### config.mk
export PLATFORM = sky130hd
export DESIGN_NAME = cpu_pipeline
export DESIGN_NICKNAME = d
export VERILOG_FILES = /design/src/verilog/cpu_pkg.sv /design/src/verilog/cpu_pipeline.sv /design/src/verilog/memory_stage.sv /design/src/verilog/execute_stage.sv /design/src/verilog/decode_stage.sv /design/src/verilog/fetch_stage.sv /design/src/verilog/pipe_reg.sv
export VERILOG_INCLUDE_DIRS = /design/src /design/src/verilog
export SDC_FILE = /design/constraint.sdc
export NUM_CORES = 2
export LEC_CHECK = 0
export BUFFER_PORTS_ARGS = -buffer_cell sky130_fd_sc_hd__buf_2
export CAP_MARGIN = 30
export CELL_PAD_IN_SITES_DETAIL_PLACEMENT = 0
export CELL_PAD_IN_SITES_GLOBAL_PLACEMENT = 2
export CORE_MARGIN = 10
export CORE_UTILIZATION = 33
export CTS_CLUSTER_DIAMETER = 100
export DETAILED_ROUTE_END_ITERATION = 16
export GPL_TIMING_DRIVEN = 0
export HOLD_SLACK_MARGIN = 0.08
export PLACE_DENSITY = 0.69
export SLEW_MARGIN = 20
export SYNTH_ARGS = -nofsm -noshare
export SYNTH_HDL_FRONTEND = slang
export SYNTH_HIERARCHICAL = 1
export SYNTH_SLANG_ARGS = --single-unit
### constraint.sdc
create_clock -name clock -period 6.4 [get_ports clock]
set_input_delay 0.64 -clock clock [delete_from_list [all_inputs] [get_ports clock]]
set_output_delay 0.64 -clock clock [all_outputs]
set_load 0.05 [all_outputs]
### src/verilog/cpu_defs.svh
// Width, reset and instruction-format constants
// Shared by the package and every pipeline stage

`ifndef CPU_DEFS_SVH
`define CPU_DEFS_SVH

// Datapath
`define XLEN        32
`define REG_IDX_W   5
`define NUM_REGS    32
`define IMM_W       16

// Reset and fixed values
`define RESET_PC    32'h0000_0000
`define ZERO_REG    5'd0          // Reads zero, never written
`define NOP_INST    32'h0000_0000

// Instruction fields
`define OPC_LSB     26            // Opcode at [31:26]
`define OPC_W       6
`define RD_LSB      21
`define RA_LSB      16
`define RB_LSB      11

// PC step, one word
`define INST_BYTES  4

`endif
### src/verilog/cpu_pkg.sv
// Types shared by the pipeline stages
// Opcodes, bus commands, forward selects and the stage payload structs

`include "cpu_defs.svh"

package cpu_pkg;

  typedef enum logic [`OPC_W-1:0] {
    OP_NOP  = 6'h00,
    OP_ADD  = 6'h01,
    OP_SUB  = 6'h02,
    OP_AND  = 6'h03,
    OP_OR   = 6'h04,
    OP_ADDI = 6'h05,
    OP_LD   = 6'h08,
    OP_ST   = 6'h09,
    OP_BEQZ = 6'h10,
    OP_HALT = 6'h3f
  } opcode_e;

  typedef enum logic [1:0] {BUS_NONE, BUS_LOAD, BUS_STORE} bus_cmd_e;

  typedef enum logic [1:0] {NO_FWD, EX_FWD, MEM_FWD} fwd_sel_e;

  typedef enum logic [2:0] {ALU_ADD, ALU_SUB, ALU_AND, ALU_OR, ALU_PASS_B} alu_op_e;

  ////////////////////
  // Stage payloads
  typedef struct packed {
    logic [`XLEN-1:0]      npc;
    logic [`XLEN-1:0]      rega;        // Base or first operand
    logic [`XLEN-1:0]      regb;        // Second operand or store data
    logic [`IMM_W-1:0]     imm;         // Raw, sign-extended in EX
    logic                  use_imm;
    alu_op_e               alu_op;
    logic [`REG_IDX_W-1:0] dest;
    logic                  rd_mem;
    logic                  wr_mem;
    logic                  cond_branch;
    logic                  halt;
    logic                  valid;
    fwd_sel_e              fwd_a;
    fwd_sel_e              fwd_b;
  } id_ex_t;

  typedef struct packed {
    logic [`XLEN-1:0]      npc;
    logic [`XLEN-1:0]      st_data;
    logic [`XLEN-1:0]      alu_result;  // Also branch target
    logic [`REG_IDX_W-1:0] dest;
    logic                  rd_mem;
    logic                  wr_mem;
    logic                  take_branch;
    logic                  halt;
    logic                  valid;
  } ex_mem_t;

  typedef struct packed {
    logic [`XLEN-1:0]      npc;
    logic [`XLEN-1:0]      result;      // Load data or ALU result
    logic [`REG_IDX_W-1:0] dest;
    logic                  halt;
    logic                  valid;
  } mem_wb_t;

endpackage

### src/verilog/cpu_pipeline.sv
// Five-stage in-order pipeline, top level
// Connects the stages and the ID/EX, EX/MEM and MEM/WB registers;
// writeback is the MEM/WB fields driving the register file

`timescale 1ns/100ps
`include "cpu_defs.svh"

module cpu_pipeline
  import cpu_pkg::*;
(
  input  logic                  clock,
  input  logic                  arst_n,
  input  logic [`XLEN-1:0]      mem2proc_data,
  output bus_cmd_e              proc2mem_command,
  output logic [`XLEN-1:0]      proc2mem_addr,
  output logic [`XLEN-1:0]      proc2mem_data,
  output logic                  commit_valid,
  output logic                  commit_wr_en,
  output logic [`REG_IDX_W-1:0] commit_wr_idx,
  output logic [`XLEN-1:0]      commit_wr_data,
  output logic [`XLEN-1:0]      commit_npc,
  output logic                  halted
);

  logic [`XLEN-1:0] fetch_addr;
  logic [`XLEN-1:0] if_id_npc;
  logic [`XLEN-1:0] if_id_inst;
  logic             if_id_valid;
  logic             squash;        // Branch or HALT, clears younger stages
  logic             stall;         // Load-use bubble
  logic             data_access;
  logic             wb_halt;

  id_ex_t  id_ex_d,  id_ex_q;
  ex_mem_t ex_mem_d, ex_mem_q;
  mem_wb_t mem_wb_d, mem_wb_q;

  ////////////////////
  // Writeback and commit
  assign wb_halt        = mem_wb_q.valid && mem_wb_q.halt;
  assign commit_valid   = mem_wb_q.valid;
  assign commit_wr_en   = mem_wb_q.valid && mem_wb_q.dest != `ZERO_REG;
  assign commit_wr_idx  = mem_wb_q.dest;
  assign commit_wr_data = mem_wb_q.result;
  assign commit_npc     = mem_wb_q.npc;

  fetch_stage u_fetch_stage (
    .clock          (clock),
    .arst_n         (arst_n),
    .stall          (stall),
    .data_access    (data_access),
    .ex_take_branch (ex_mem_q.take_branch),
    .ex_target      (ex_mem_q.alu_result),  // Branch target rides in alu_result
    .wb_halt        (wb_halt),
    .mem_inst       (mem2proc_data),
    .fetch_addr     (fetch_addr),
    .if_id_npc      (if_id_npc),
    .if_id_inst     (if_id_inst),
    .if_id_valid    (if_id_valid),
    .squash         (squash),
    .halted         (halted)
  );

  decode_stage u_decode_stage (
    .clock       (clock),
    .arst_n      (arst_n),
    .if_id_inst  (if_id_inst),
    .if_id_npc   (if_id_npc),
    .if_id_valid (if_id_valid),
    .wr_en       (commit_wr_en),
    .wr_idx      (mem_wb_q.dest),
    .wr_data     (mem_wb_q.result),
    .id_ex_q     (id_ex_q),
    .ex_mem_q    (ex_mem_q),
    .id_ex_d     (id_ex_d),
    .stall       (stall)
  );

  // Stall drops the consumer's copy, IF/ID keeps it
  pipe_reg #(.payload_t(id_ex_t)) u_id_ex (
    .clock (clock), .arst_n (arst_n), .hold (1'b0),
    .flush (stall | squash), .d (id_ex_d), .q (id_ex_q)
  );

  execute_stage u_execute_stage (
    .id_ex_q  (id_ex_q),
    .ex_mem_q (ex_mem_q),
    .mem_wb_q (mem_wb_q),
    .ex_mem_d (ex_mem_d)
  );

  pipe_reg #(.payload_t(ex_mem_t)) u_ex_mem (
    .clock (clock), .arst_n (arst_n), .hold (1'b0),
    .flush (squash), .d (ex_mem_d), .q (ex_mem_q)
  );

  memory_stage u_memory_stage (
    .ex_mem_q         (ex_mem_q),
    .fetch_addr       (fetch_addr),
    .mem2proc_data    (mem2proc_data),
    .proc2mem_command (proc2mem_command),
    .proc2mem_addr    (proc2mem_addr),
    .proc2mem_data    (proc2mem_data),
    .data_access      (data_access),
    .mem_wb_d         (mem_wb_d)
  );

  // Nothing behind a committing HALT reaches WB
  pipe_reg #(.payload_t(mem_wb_t)) u_mem_wb (
    .clock (clock), .arst_n (arst_n), .hold (1'b0),
    .flush (wb_halt), .d (mem_wb_d), .q (mem_wb_q)
  );

endmodule

### src/verilog/memory_stage.sv
// Memory stage
// Drives the shared memory port, data access before fetch,
// and forms the result that goes to MEM/WB

`timescale 1ns/100ps
`include "cpu_defs.svh"

module memory_stage
  import cpu_pkg::*;
(
  input  ex_mem_t          ex_mem_q,
  input  logic [`XLEN-1:0] fetch_addr,
  input  logic [`XLEN-1:0] mem2proc_data,
  output bus_cmd_e         proc2mem_command,
  output logic [`XLEN-1:0] proc2mem_addr,
  output logic [`XLEN-1:0] proc2mem_data,
  output logic             data_access,    // Fetch loses the port
  output mem_wb_t          mem_wb_d
);

  assign data_access = ex_mem_q.valid && (ex_mem_q.rd_mem || ex_mem_q.wr_mem);

  ////////////////////
  // Port arbitration
  always_comb
  begin
    proc2mem_command = BUS_LOAD;         // Instruction fetch by default
    proc2mem_addr    = fetch_addr;
    if (data_access)
    begin
      proc2mem_command = ex_mem_q.wr_mem ? BUS_STORE : BUS_LOAD;
      proc2mem_addr    = ex_mem_q.alu_result;
    end
  end

  assign proc2mem_data = ex_mem_q.st_data;

  // Stage result
  always_comb
  begin
    mem_wb_d        = '0;
    mem_wb_d.npc    = ex_mem_q.npc;
    mem_wb_d.result = ex_mem_q.rd_mem ? mem2proc_data : ex_mem_q.alu_result;
    mem_wb_d.dest   = ex_mem_q.dest;
    mem_wb_d.halt   = ex_mem_q.halt;
    mem_wb_d.valid  = ex_mem_q.valid;
  end

endmodule

### src/verilog/execute_stage.sv
// Execute stage
// Applies the forward selections from decode, runs the ALU
// and resolves BEQZ

`timescale 1ns/100ps
`include "cpu_defs.svh"

module execute_stage
  import cpu_pkg::*;
(
  input  id_ex_t  id_ex_q,
  input  ex_mem_t ex_mem_q,
  input  mem_wb_t mem_wb_q,
  output ex_mem_t ex_mem_d
);

  logic [`XLEN-1:0] opa;
  logic [`XLEN-1:0] opb_reg;    // Forwarded register b, also store data
  logic [`XLEN-1:0] opb;
  logic [`XLEN-1:0] imm_ext;
  logic [`XLEN-1:0] target;
  logic [`XLEN-1:0] alu_out;

  function automatic logic [`XLEN-1:0] fwd_mux(
    input fwd_sel_e         sel,
    input logic [`XLEN-1:0] reg_val,
    input logic [`XLEN-1:0] ex_val,
    input logic [`XLEN-1:0] mem_val
  );
    case (sel)
      EX_FWD:  return ex_val;     // Producer now in EX/MEM
      MEM_FWD: return mem_val;    // Producer now in MEM/WB
      default: return reg_val;
    endcase
  endfunction

  assign opa     = fwd_mux(id_ex_q.fwd_a, id_ex_q.rega, ex_mem_q.alu_result, mem_wb_q.result);
  assign opb_reg = fwd_mux(id_ex_q.fwd_b, id_ex_q.regb, ex_mem_q.alu_result, mem_wb_q.result);

  ////////////////////
  // Operand b and ALU
  assign imm_ext = {{(`XLEN-`IMM_W){id_ex_q.imm[`IMM_W-1]}}, id_ex_q.imm};
  assign target  = id_ex_q.npc + imm_ext * `INST_BYTES;   // Word offset from npc
  assign opb     = id_ex_q.cond_branch ? target :
                   id_ex_q.use_imm     ? imm_ext : opb_reg;

  always_comb
  begin
    case (id_ex_q.alu_op)
      ALU_SUB:    alu_out = opa - opb;
      ALU_AND:    alu_out = opa & opb;
      ALU_OR:     alu_out = opa | opb;
      ALU_PASS_B: alu_out = opb;
      default:    alu_out = opa + opb;     // Also address calc
    endcase
  end

  always_comb
  begin
    ex_mem_d             = '0;
    ex_mem_d.npc         = id_ex_q.npc;
    ex_mem_d.st_data     = opb_reg;
    ex_mem_d.alu_result  = alu_out;
    ex_mem_d.dest        = id_ex_q.dest;
    ex_mem_d.rd_mem      = id_ex_q.rd_mem;
    ex_mem_d.wr_mem      = id_ex_q.wr_mem;
    ex_mem_d.take_branch = id_ex_q.valid && id_ex_q.cond_branch && opa == '0;
    ex_mem_d.halt        = id_ex_q.halt;
    ex_mem_d.valid       = id_ex_q.valid;
  end

endmodule

### src/verilog/decode_stage.sv
// Decode stage
// Register file with write-through, instruction decode,
// forward selection for EX and the load-use stall

`timescale 1ns/100ps
`include "cpu_defs.svh"

module decode_stage
  import cpu_pkg::*;
(
  input  logic                  clock,
  input  logic                  arst_n,
  input  logic [`XLEN-1:0]      if_id_inst,
  input  logic [`XLEN-1:0]      if_id_npc,
  input  logic                  if_id_valid,
  input  logic                  wr_en,      // From MEM/WB
  input  logic [`REG_IDX_W-1:0] wr_idx,
  input  logic [`XLEN-1:0]      wr_data,
  input  id_ex_t                id_ex_q,
  input  ex_mem_t               ex_mem_q,
  output id_ex_t                id_ex_d,
  output logic                  stall
);

  logic [`XLEN-1:0]      regs [`NUM_REGS];
  opcode_e               opcode;
  logic [`REG_IDX_W-1:0] rd_idx, ra_idx, rb_idx;
  logic [`REG_IDX_W-1:0] src_b_idx;   // rb, or rd for ST data
  logic                  use_a, use_b;
  logic                  load_hit_a, load_hit_b;

  assign opcode = opcode_e'(if_id_inst[`OPC_LSB +: `OPC_W]);
  assign rd_idx = if_id_inst[`RD_LSB +: `REG_IDX_W];
  assign ra_idx = if_id_inst[`RA_LSB +: `REG_IDX_W];
  assign rb_idx = if_id_inst[`RB_LSB +: `REG_IDX_W];

  ////////////////////
  // Register file
  always_ff @(posedge clock or negedge arst_n)
  begin
    if (!arst_n)
    begin
      for (int i = 0; i < `NUM_REGS; i++)
        regs[i] <= '0;
    end
    else if (wr_en && wr_idx != `ZERO_REG)
      regs[wr_idx] <= wr_data;
  end

  function automatic logic [`XLEN-1:0] read_reg(input logic [`REG_IDX_W-1:0] idx);
    if (idx == `ZERO_REG)
      return '0;
    else if (wr_en && wr_idx == idx)
      return wr_data;                   // Write-through from WB
    return regs[idx];
  endfunction

  // Younger producer first, WB is covered by write-through
  function automatic fwd_sel_e pick_fwd(input logic used, input logic [`REG_IDX_W-1:0] idx);
    fwd_sel_e sel;
    sel = NO_FWD;
    if (used && idx != `ZERO_REG)
    begin
      if (id_ex_q.valid && id_ex_q.dest == idx)
        sel = EX_FWD;
      else if (ex_mem_q.valid && ex_mem_q.dest == idx)
        sel = MEM_FWD;
    end
    return sel;
  endfunction

  ////////////////////
  // Decoder
  always_comb
  begin
    id_ex_d       = '0;
    use_a         = 1'b0;
    use_b         = 1'b0;
    src_b_idx     = (opcode == OP_ST) ? rd_idx : rb_idx;
    id_ex_d.npc   = if_id_npc;
    id_ex_d.imm   = if_id_inst[`IMM_W-1:0];
    id_ex_d.valid = if_id_valid;
    if (if_id_valid)                    // Bubbles keep all controls low
    begin
      case (opcode)
        OP_ADD, OP_SUB, OP_AND, OP_OR:
        begin
          use_a        = 1'b1;
          use_b        = 1'b1;
          id_ex_d.dest = rd_idx;
          case (opcode)
            OP_SUB:  id_ex_d.alu_op = ALU_SUB;
            OP_AND:  id_ex_d.alu_op = ALU_AND;
            OP_OR:   id_ex_d.alu_op = ALU_OR;
            default: id_ex_d.alu_op = ALU_ADD;
          endcase
        end
        OP_ADDI, OP_LD:
        begin
          use_a           = 1'b1;
          id_ex_d.use_imm = 1'b1;
          id_ex_d.dest    = rd_idx;
          id_ex_d.rd_mem  = (opcode == OP_LD);
        end
        OP_ST:
        begin
          use_a           = 1'b1;       // Base
          use_b           = 1'b1;       // Store data from rd
          id_ex_d.use_imm = 1'b1;
          id_ex_d.wr_mem  = 1'b1;
        end
        OP_BEQZ:
        begin
          use_a               = 1'b1;
          id_ex_d.cond_branch = 1'b1;
          id_ex_d.alu_op      = ALU_PASS_B; // Target comes through operand b
        end
        OP_HALT: id_ex_d.halt = 1'b1;
        default: id_ex_d.dest = `ZERO_REG;  // No-op, commits without a write
      endcase
    end
    id_ex_d.rega  = read_reg(ra_idx);
    id_ex_d.regb  = read_reg(src_b_idx);
    id_ex_d.fwd_a = pick_fwd(use_a, ra_idx);
    id_ex_d.fwd_b = pick_fwd(use_b, src_b_idx);
  end

  // Load in ID/EX feeding a source here
  assign load_hit_a = use_a && ra_idx == id_ex_q.dest;
  assign load_hit_b = use_b && src_b_idx == id_ex_q.dest;
  assign stall      = id_ex_q.valid && id_ex_q.rd_mem && id_ex_q.dest != `ZERO_REG
                      && (load_hit_a || load_hit_b);

endmodule

### src/verilog/fetch_stage.sv
// Fetch stage
// Program counter, IF/ID register, halt flag and the pipeline squash

`timescale 1ns/100ps
`include "cpu_defs.svh"

module fetch_stage
(
  input  logic             clock,
  input  logic             arst_n,
  input  logic             stall,           // Load-use hold of PC and IF/ID
  input  logic             data_access,     // Port taken by MEM
  input  logic             ex_take_branch,  // Taken branch in EX/MEM
  input  logic [`XLEN-1:0] ex_target,
  input  logic             wb_halt,         // HALT committing
  input  logic [`XLEN-1:0] mem_inst,
  output logic [`XLEN-1:0] fetch_addr,
  output logic [`XLEN-1:0] if_id_npc,
  output logic [`XLEN-1:0] if_id_inst,
  output logic             if_id_valid,
  output logic             squash,
  output logic             halted
);

  logic [`XLEN-1:0] pc;
  logic [`XLEN-1:0] pc_plus;
  logic             fetch_go;   // Fetch this cycle lands in IF/ID

  assign fetch_addr = pc;
  assign pc_plus    = pc + `INST_BYTES;
  assign squash     = ex_take_branch | wb_halt;
  assign fetch_go   = !halted && !stall && !data_access;

  ////////////////////
  // PC
  always_ff @(posedge clock or negedge arst_n)
  begin
    if (!arst_n)
      pc <= `RESET_PC;
    else if (!halted && !wb_halt)   // Frozen once HALT commits
    begin
      if (ex_take_branch)
        pc <= ex_target;            // Redirect
      else if (fetch_go)
        pc <= pc_plus;
    end
  end

  // Sticky until reset
  always_ff @(posedge clock or negedge arst_n)
  begin
    if (!arst_n)
      halted <= 1'b0;
    else if (wb_halt)
      halted <= 1'b1;
  end

  ////////////////////
  // IF/ID register
  always_ff @(posedge clock or negedge arst_n)
  begin
    if (!arst_n)
    begin
      if_id_npc   <= '0;
      if_id_inst  <= `NOP_INST;
      if_id_valid <= 1'b0;
    end
    else if (squash || halted || (data_access && !stall))
    begin
      if_id_npc   <= '0;
      if_id_inst  <= `NOP_INST;
      if_id_valid <= 1'b0;    // Bubble
    end
    else if (!stall)
    begin
      if_id_npc   <= pc_plus;
      if_id_inst  <= mem_inst;
      if_id_valid <= 1'b1;
    end
  end

endmodule

### src/verilog/pipe_reg.sv
// Generic pipeline register
// Carries one stage payload, with hold and a flush to an empty bubble

`timescale 1ns/100ps

module pipe_reg #(
  parameter type payload_t = logic [31:0]
)
(
  input  logic     clock,
  input  logic     arst_n,
  input  logic     hold,    // Keep current contents
  input  logic     flush,   // Load a bubble
  input  payload_t d,
  output payload_t q
);

  // All-zero payload is the bubble
  // valid low, dest on the zero register
  always_ff @(posedge clock or negedge arst_n)
  begin
    if (!arst_n)
    begin
      q <= '0;
    end
    else if (flush)
    begin
      q <= '0;              // Flush wins over hold
    end
    else if (!hold)
    begin
      q <= d;
    end
  end

endmodule

==> key figures <==
Status
  • Run status: finished, violations left
  • Failing checks: setup timing

Timing
  • Tmin final: 6420 ps
  • Tcrit/Tclk final: 100%
  • Final Max Slew Viols: 0
  • Achievable frequency: 156 MHz
  • Worst-Margin Slew: 1120 ps
  • Hold_ws: 137 ps
  • Worst slew margin: 24.2%
  • TNS Setup: -17.3 ps
  • Final setup margin: -17.3 ps
  • RSZ-0062 raised after global routing: true
  • Hold Vio Cnt, Final: 0
  • Final setup violation count: 1
  • Worst Skew: 75.7 ps

Clock tree
  • H-tree lvl count: 4
  • Clock insertion delay at the later pin of the skew report: 880 ps
  • CTS tree: yes
  • CTS Sinks: 1429
  • Maximum root-to-sink buffer count: 3
  • Clk root buf: clkbuf_16
  • Clock transition at the registers of the reported paths: 60 ps
  • CTS Buf Count: 172

Global route
  • Vias in the first global route: 67000
  • Initial antenna violation count: 27
  • Largest net degree at the start of global routing: 138
  • First-pass GRT wire length: 549000 µm
  • GRT overflow: 0
  • Total GRT Usage: 28.4%

Hold path
  • Hold Path Depth: 2
  • Hold EP: u_fetch_stage/if_id_inst[28]
  • Hold_sp: mem2proc_data[28]
  • Worst min path class: in -> reg

Setup path
  • R2r setup slk: -20 ps
  • CP max stage delay: 400 ps
  • CP max-delay cell: a221oi_2
  • Worst Path Arrival: 7160 ps
  • Most used cell, CP: a21o_1
  • Critical path endpoint category: flop
  • Critical Setup Path Class: reg -> reg
  • Largest delay share family, worst path: compound AO/OA/AOI/OAI gates
  • RR Endpoint: u_ex_mem/q[41]
  • R2R depth: 27
  • Worst Path Required: 7140 ps
  • Worst Setup Start Kind: flop
  • CP Max Fanout: 10
  • Reg2reg start: u_id_ex/q[0]
  • Crit. path cell count: 27
  • Buf/Inv on CP: 3

Logic synthesis
  • #FFs+latches synth: 1429
  • Yosys cell types: 104
  • Seq/Total Area, Yosys: 43.1%
  • Asr flop ratio synth: 100%
  • Synth top area cells: dfrtp_1, mux2_2, mux4_2
  • Synth Cell Area: 83000 µm²
  • Top FF cell, synth: dfrtp_1
  • Most frequent cell after synthesis: dfrtp_1
  • Cell taking the most area after synthesis: dfrtp_1
  • Number of synthesized flops with an enable pin: 0
  • Most frequent cells after synthesis: dfrtp_1, mux2_2, nand2_1
  • Syn Inst Count: 7229
  • Top-area cell type share of the netlist area: 43.1%
  • Synth warnings: 6
  • Syn_area_per_cell: 11.5 µm²

Detailed routing
  • Via Count: 67600
  • DRC viols: 0
  • DR WL/cell: 35.7 µm
  • 1st-iter DRT viols: 7981
  • Drt via density: 6.02
  • Antenna Nets Post-Route: 0
  • Drt pass-1 iters: 6
  • Post-Route WL: 401000 µm

Finish
  • Fraction of layout cells with a size suffix above 1: 31.1%
  • Fill cell count: 24700
  • Synth-to-Final Area Change: 16.1%
  • Nets@finish: 7823
  • Layout Utilization: 38.4%
  • Area of the multi-input gates: 43000 µm²
  • Final instance area: 96400 µm²
  • Seq. cell area: 35800 µm²

Placed design
  • Dpl hpwl: 302000 µm
  • DP Worst Slack: -1230 ps
  • GP Congestion: 0.968
  • Buffers on Ports: 171
  • Placed inst area: 89600 µm²

Pwr
  • Combinational share of power: 50.1%
  • Lkg Pwr: 44.4 nW
  • Switch share: 50.0%
  • Sequential Power Share: 27.9%
  • Internal Power: 23.6 mW
  • Cell Pwr Density: 490 nW/µm²
  • Maximum vdd drop: 0.320 mV
  • Clk pwr share: 22.0%
  • Net Sw Power: 23.6 mW

Floorplan
  • Die width: 522 µm
  • Core ar.: 251000 µm²
  • Row count: 184
  • Die ar.: 272000 µm²
  • I/O pins: 172
  • Initial Util: 33.1%
  • Vert. Die Dim: 522 µm

Job
  • Number of max-cap violations: 0
[layout by cell type (no fill, tap or decap), types with 39 or more instances in the layout]
cell	n
a2111oi_0	44
o21ai_0	155
and3_1	220
buf_6	54
a21oi_1	118
o22ai_1	55
a311oi_1	42
nor3_1	72
clkbuf_8	47
mux2i_1	490
a211oi_1	239
xor2_1	40
inv_1	63
a211o_1	46
clkbuf_1	473
o211ai_1	40
mux2_2	1058
clkbuf_2	45
buf_2	277
dfrtp_1	1404
nand2_1	491
ha_1	67
clkbuf_16	172
a22o_1	39
a22oi_1	107
xnor2_1	77
buf_4	205
nand3_1	99
mux4_2	320
nor2_1	473
buf_1	66
[per-layer routing]
layer	share of wire, %	up-vias	track usage (%)	wire, µm
li1	-	27800	-	-
met1	39	35200	35.8	158000
met2	44	3641	43.4	177000
met3	8.6	956	6.73	34300
met4	8.1	6	18.7	32300
met5	0.012	-	0	48
[logic make-up (layout without fill, tap and decap cells)]
kind of cell | count (synthesis) | after routing | synth area share (%)
multiplexers | 1870 | 1870 | 29.0
AND/OR/NAND/NOR | 1560 | 1560 | 8.92
flip-flops | 1429 | 1429 | 43.1
AO/OA/AOI/OAI | 1222 | 1222 | 10.7
buffers and inverters | 925 | 1557 | 5.64
XOR/XNOR | 120 | 120 | 1.27
adder cells (fa/ha/maj) | 102 | 102 | 1.47
other | 1 | 19 | 0.00452
[state kept, by name, summed over array words and instances (netlist names)]
register / cells
u_decode_stage/regs: 1024
u_id_ex/q: 130
u_ex_mem/q: 106
u_mem_wb/q: 71
u_fetch_stage/fetch_addr: 32
u_fetch_stage/if_id_inst: 32
u_fetch_stage/if_id_npc: 32
u_fetch_stage/halted: 1
u_fetch_stage/if_id_valid: 1
[power by group through the flow]
stage,logic [mW],registers (mW),clock network (mW)
floorplan,12.3,12.1,0
global placement,21.8,13.4,0
detailed placement,22.5,13.3,0
CTS,22.8,13.1,10.6
global route,24.4,13.2,10.9
finish,23.7,13.2,10.4
[layout make-up]
class | instances | area share [%]
Sequential cell | 1429 | 37.1
Timing Repair Buffer | 312 | 2.76
Buffer | 860 | 4.71
Inverter | 64 | 0.249
Tap cell | 3348 | 4.34
Clock inverter | 60 | 0.932
Antenna cell | 16 | 0.0415
Multi-Input combinational cell | 4877 | 44.6
Clock buffer | 261 | 5.30
[worst max-delay path by stage]
| stage | start | end | slack (ps) |
|---|---|---|---|
| detailed placement | u_id_ex/q[0] | u_ex_mem/q[41] | -1230 |
| CTS | u_id_ex/q[0] | u_ex_mem/q[41] | 10 |
| global placement | arst_n | u_decode_stage/regs[780] | -28460 |
| floorplan | u_id_ex/q[18] | u_ex_mem/q[41] | 820 |
| global route | u_id_ex/q[0] | u_ex_mem/q[41] | -190 |
| finish | u_id_ex/q[0] | u_ex_mem/q[41] | -20 |
[repair_timing]
action	in CTS	in global routing
hold endpoints to repair	146	0
setup endpoints to repair	31	73
pin swaps	11	4
hold buffers	22	0
buffers inserted	11	3
resized for setup	74	38
[stage by stage]
| stage | power (mW) | cells |
|---|---|---|
| final | 47.2 | 11200 |
| after global routing | 48.5 | 11200 |
| after CTS | 46.5 | 11200 |
| after detailed placement | 35.8 | 10800 |
| after global placement | 35.2 | 10800 |
| after floorplan | 24.4 | 7231 |
Power figures use the tool's default switching activity.
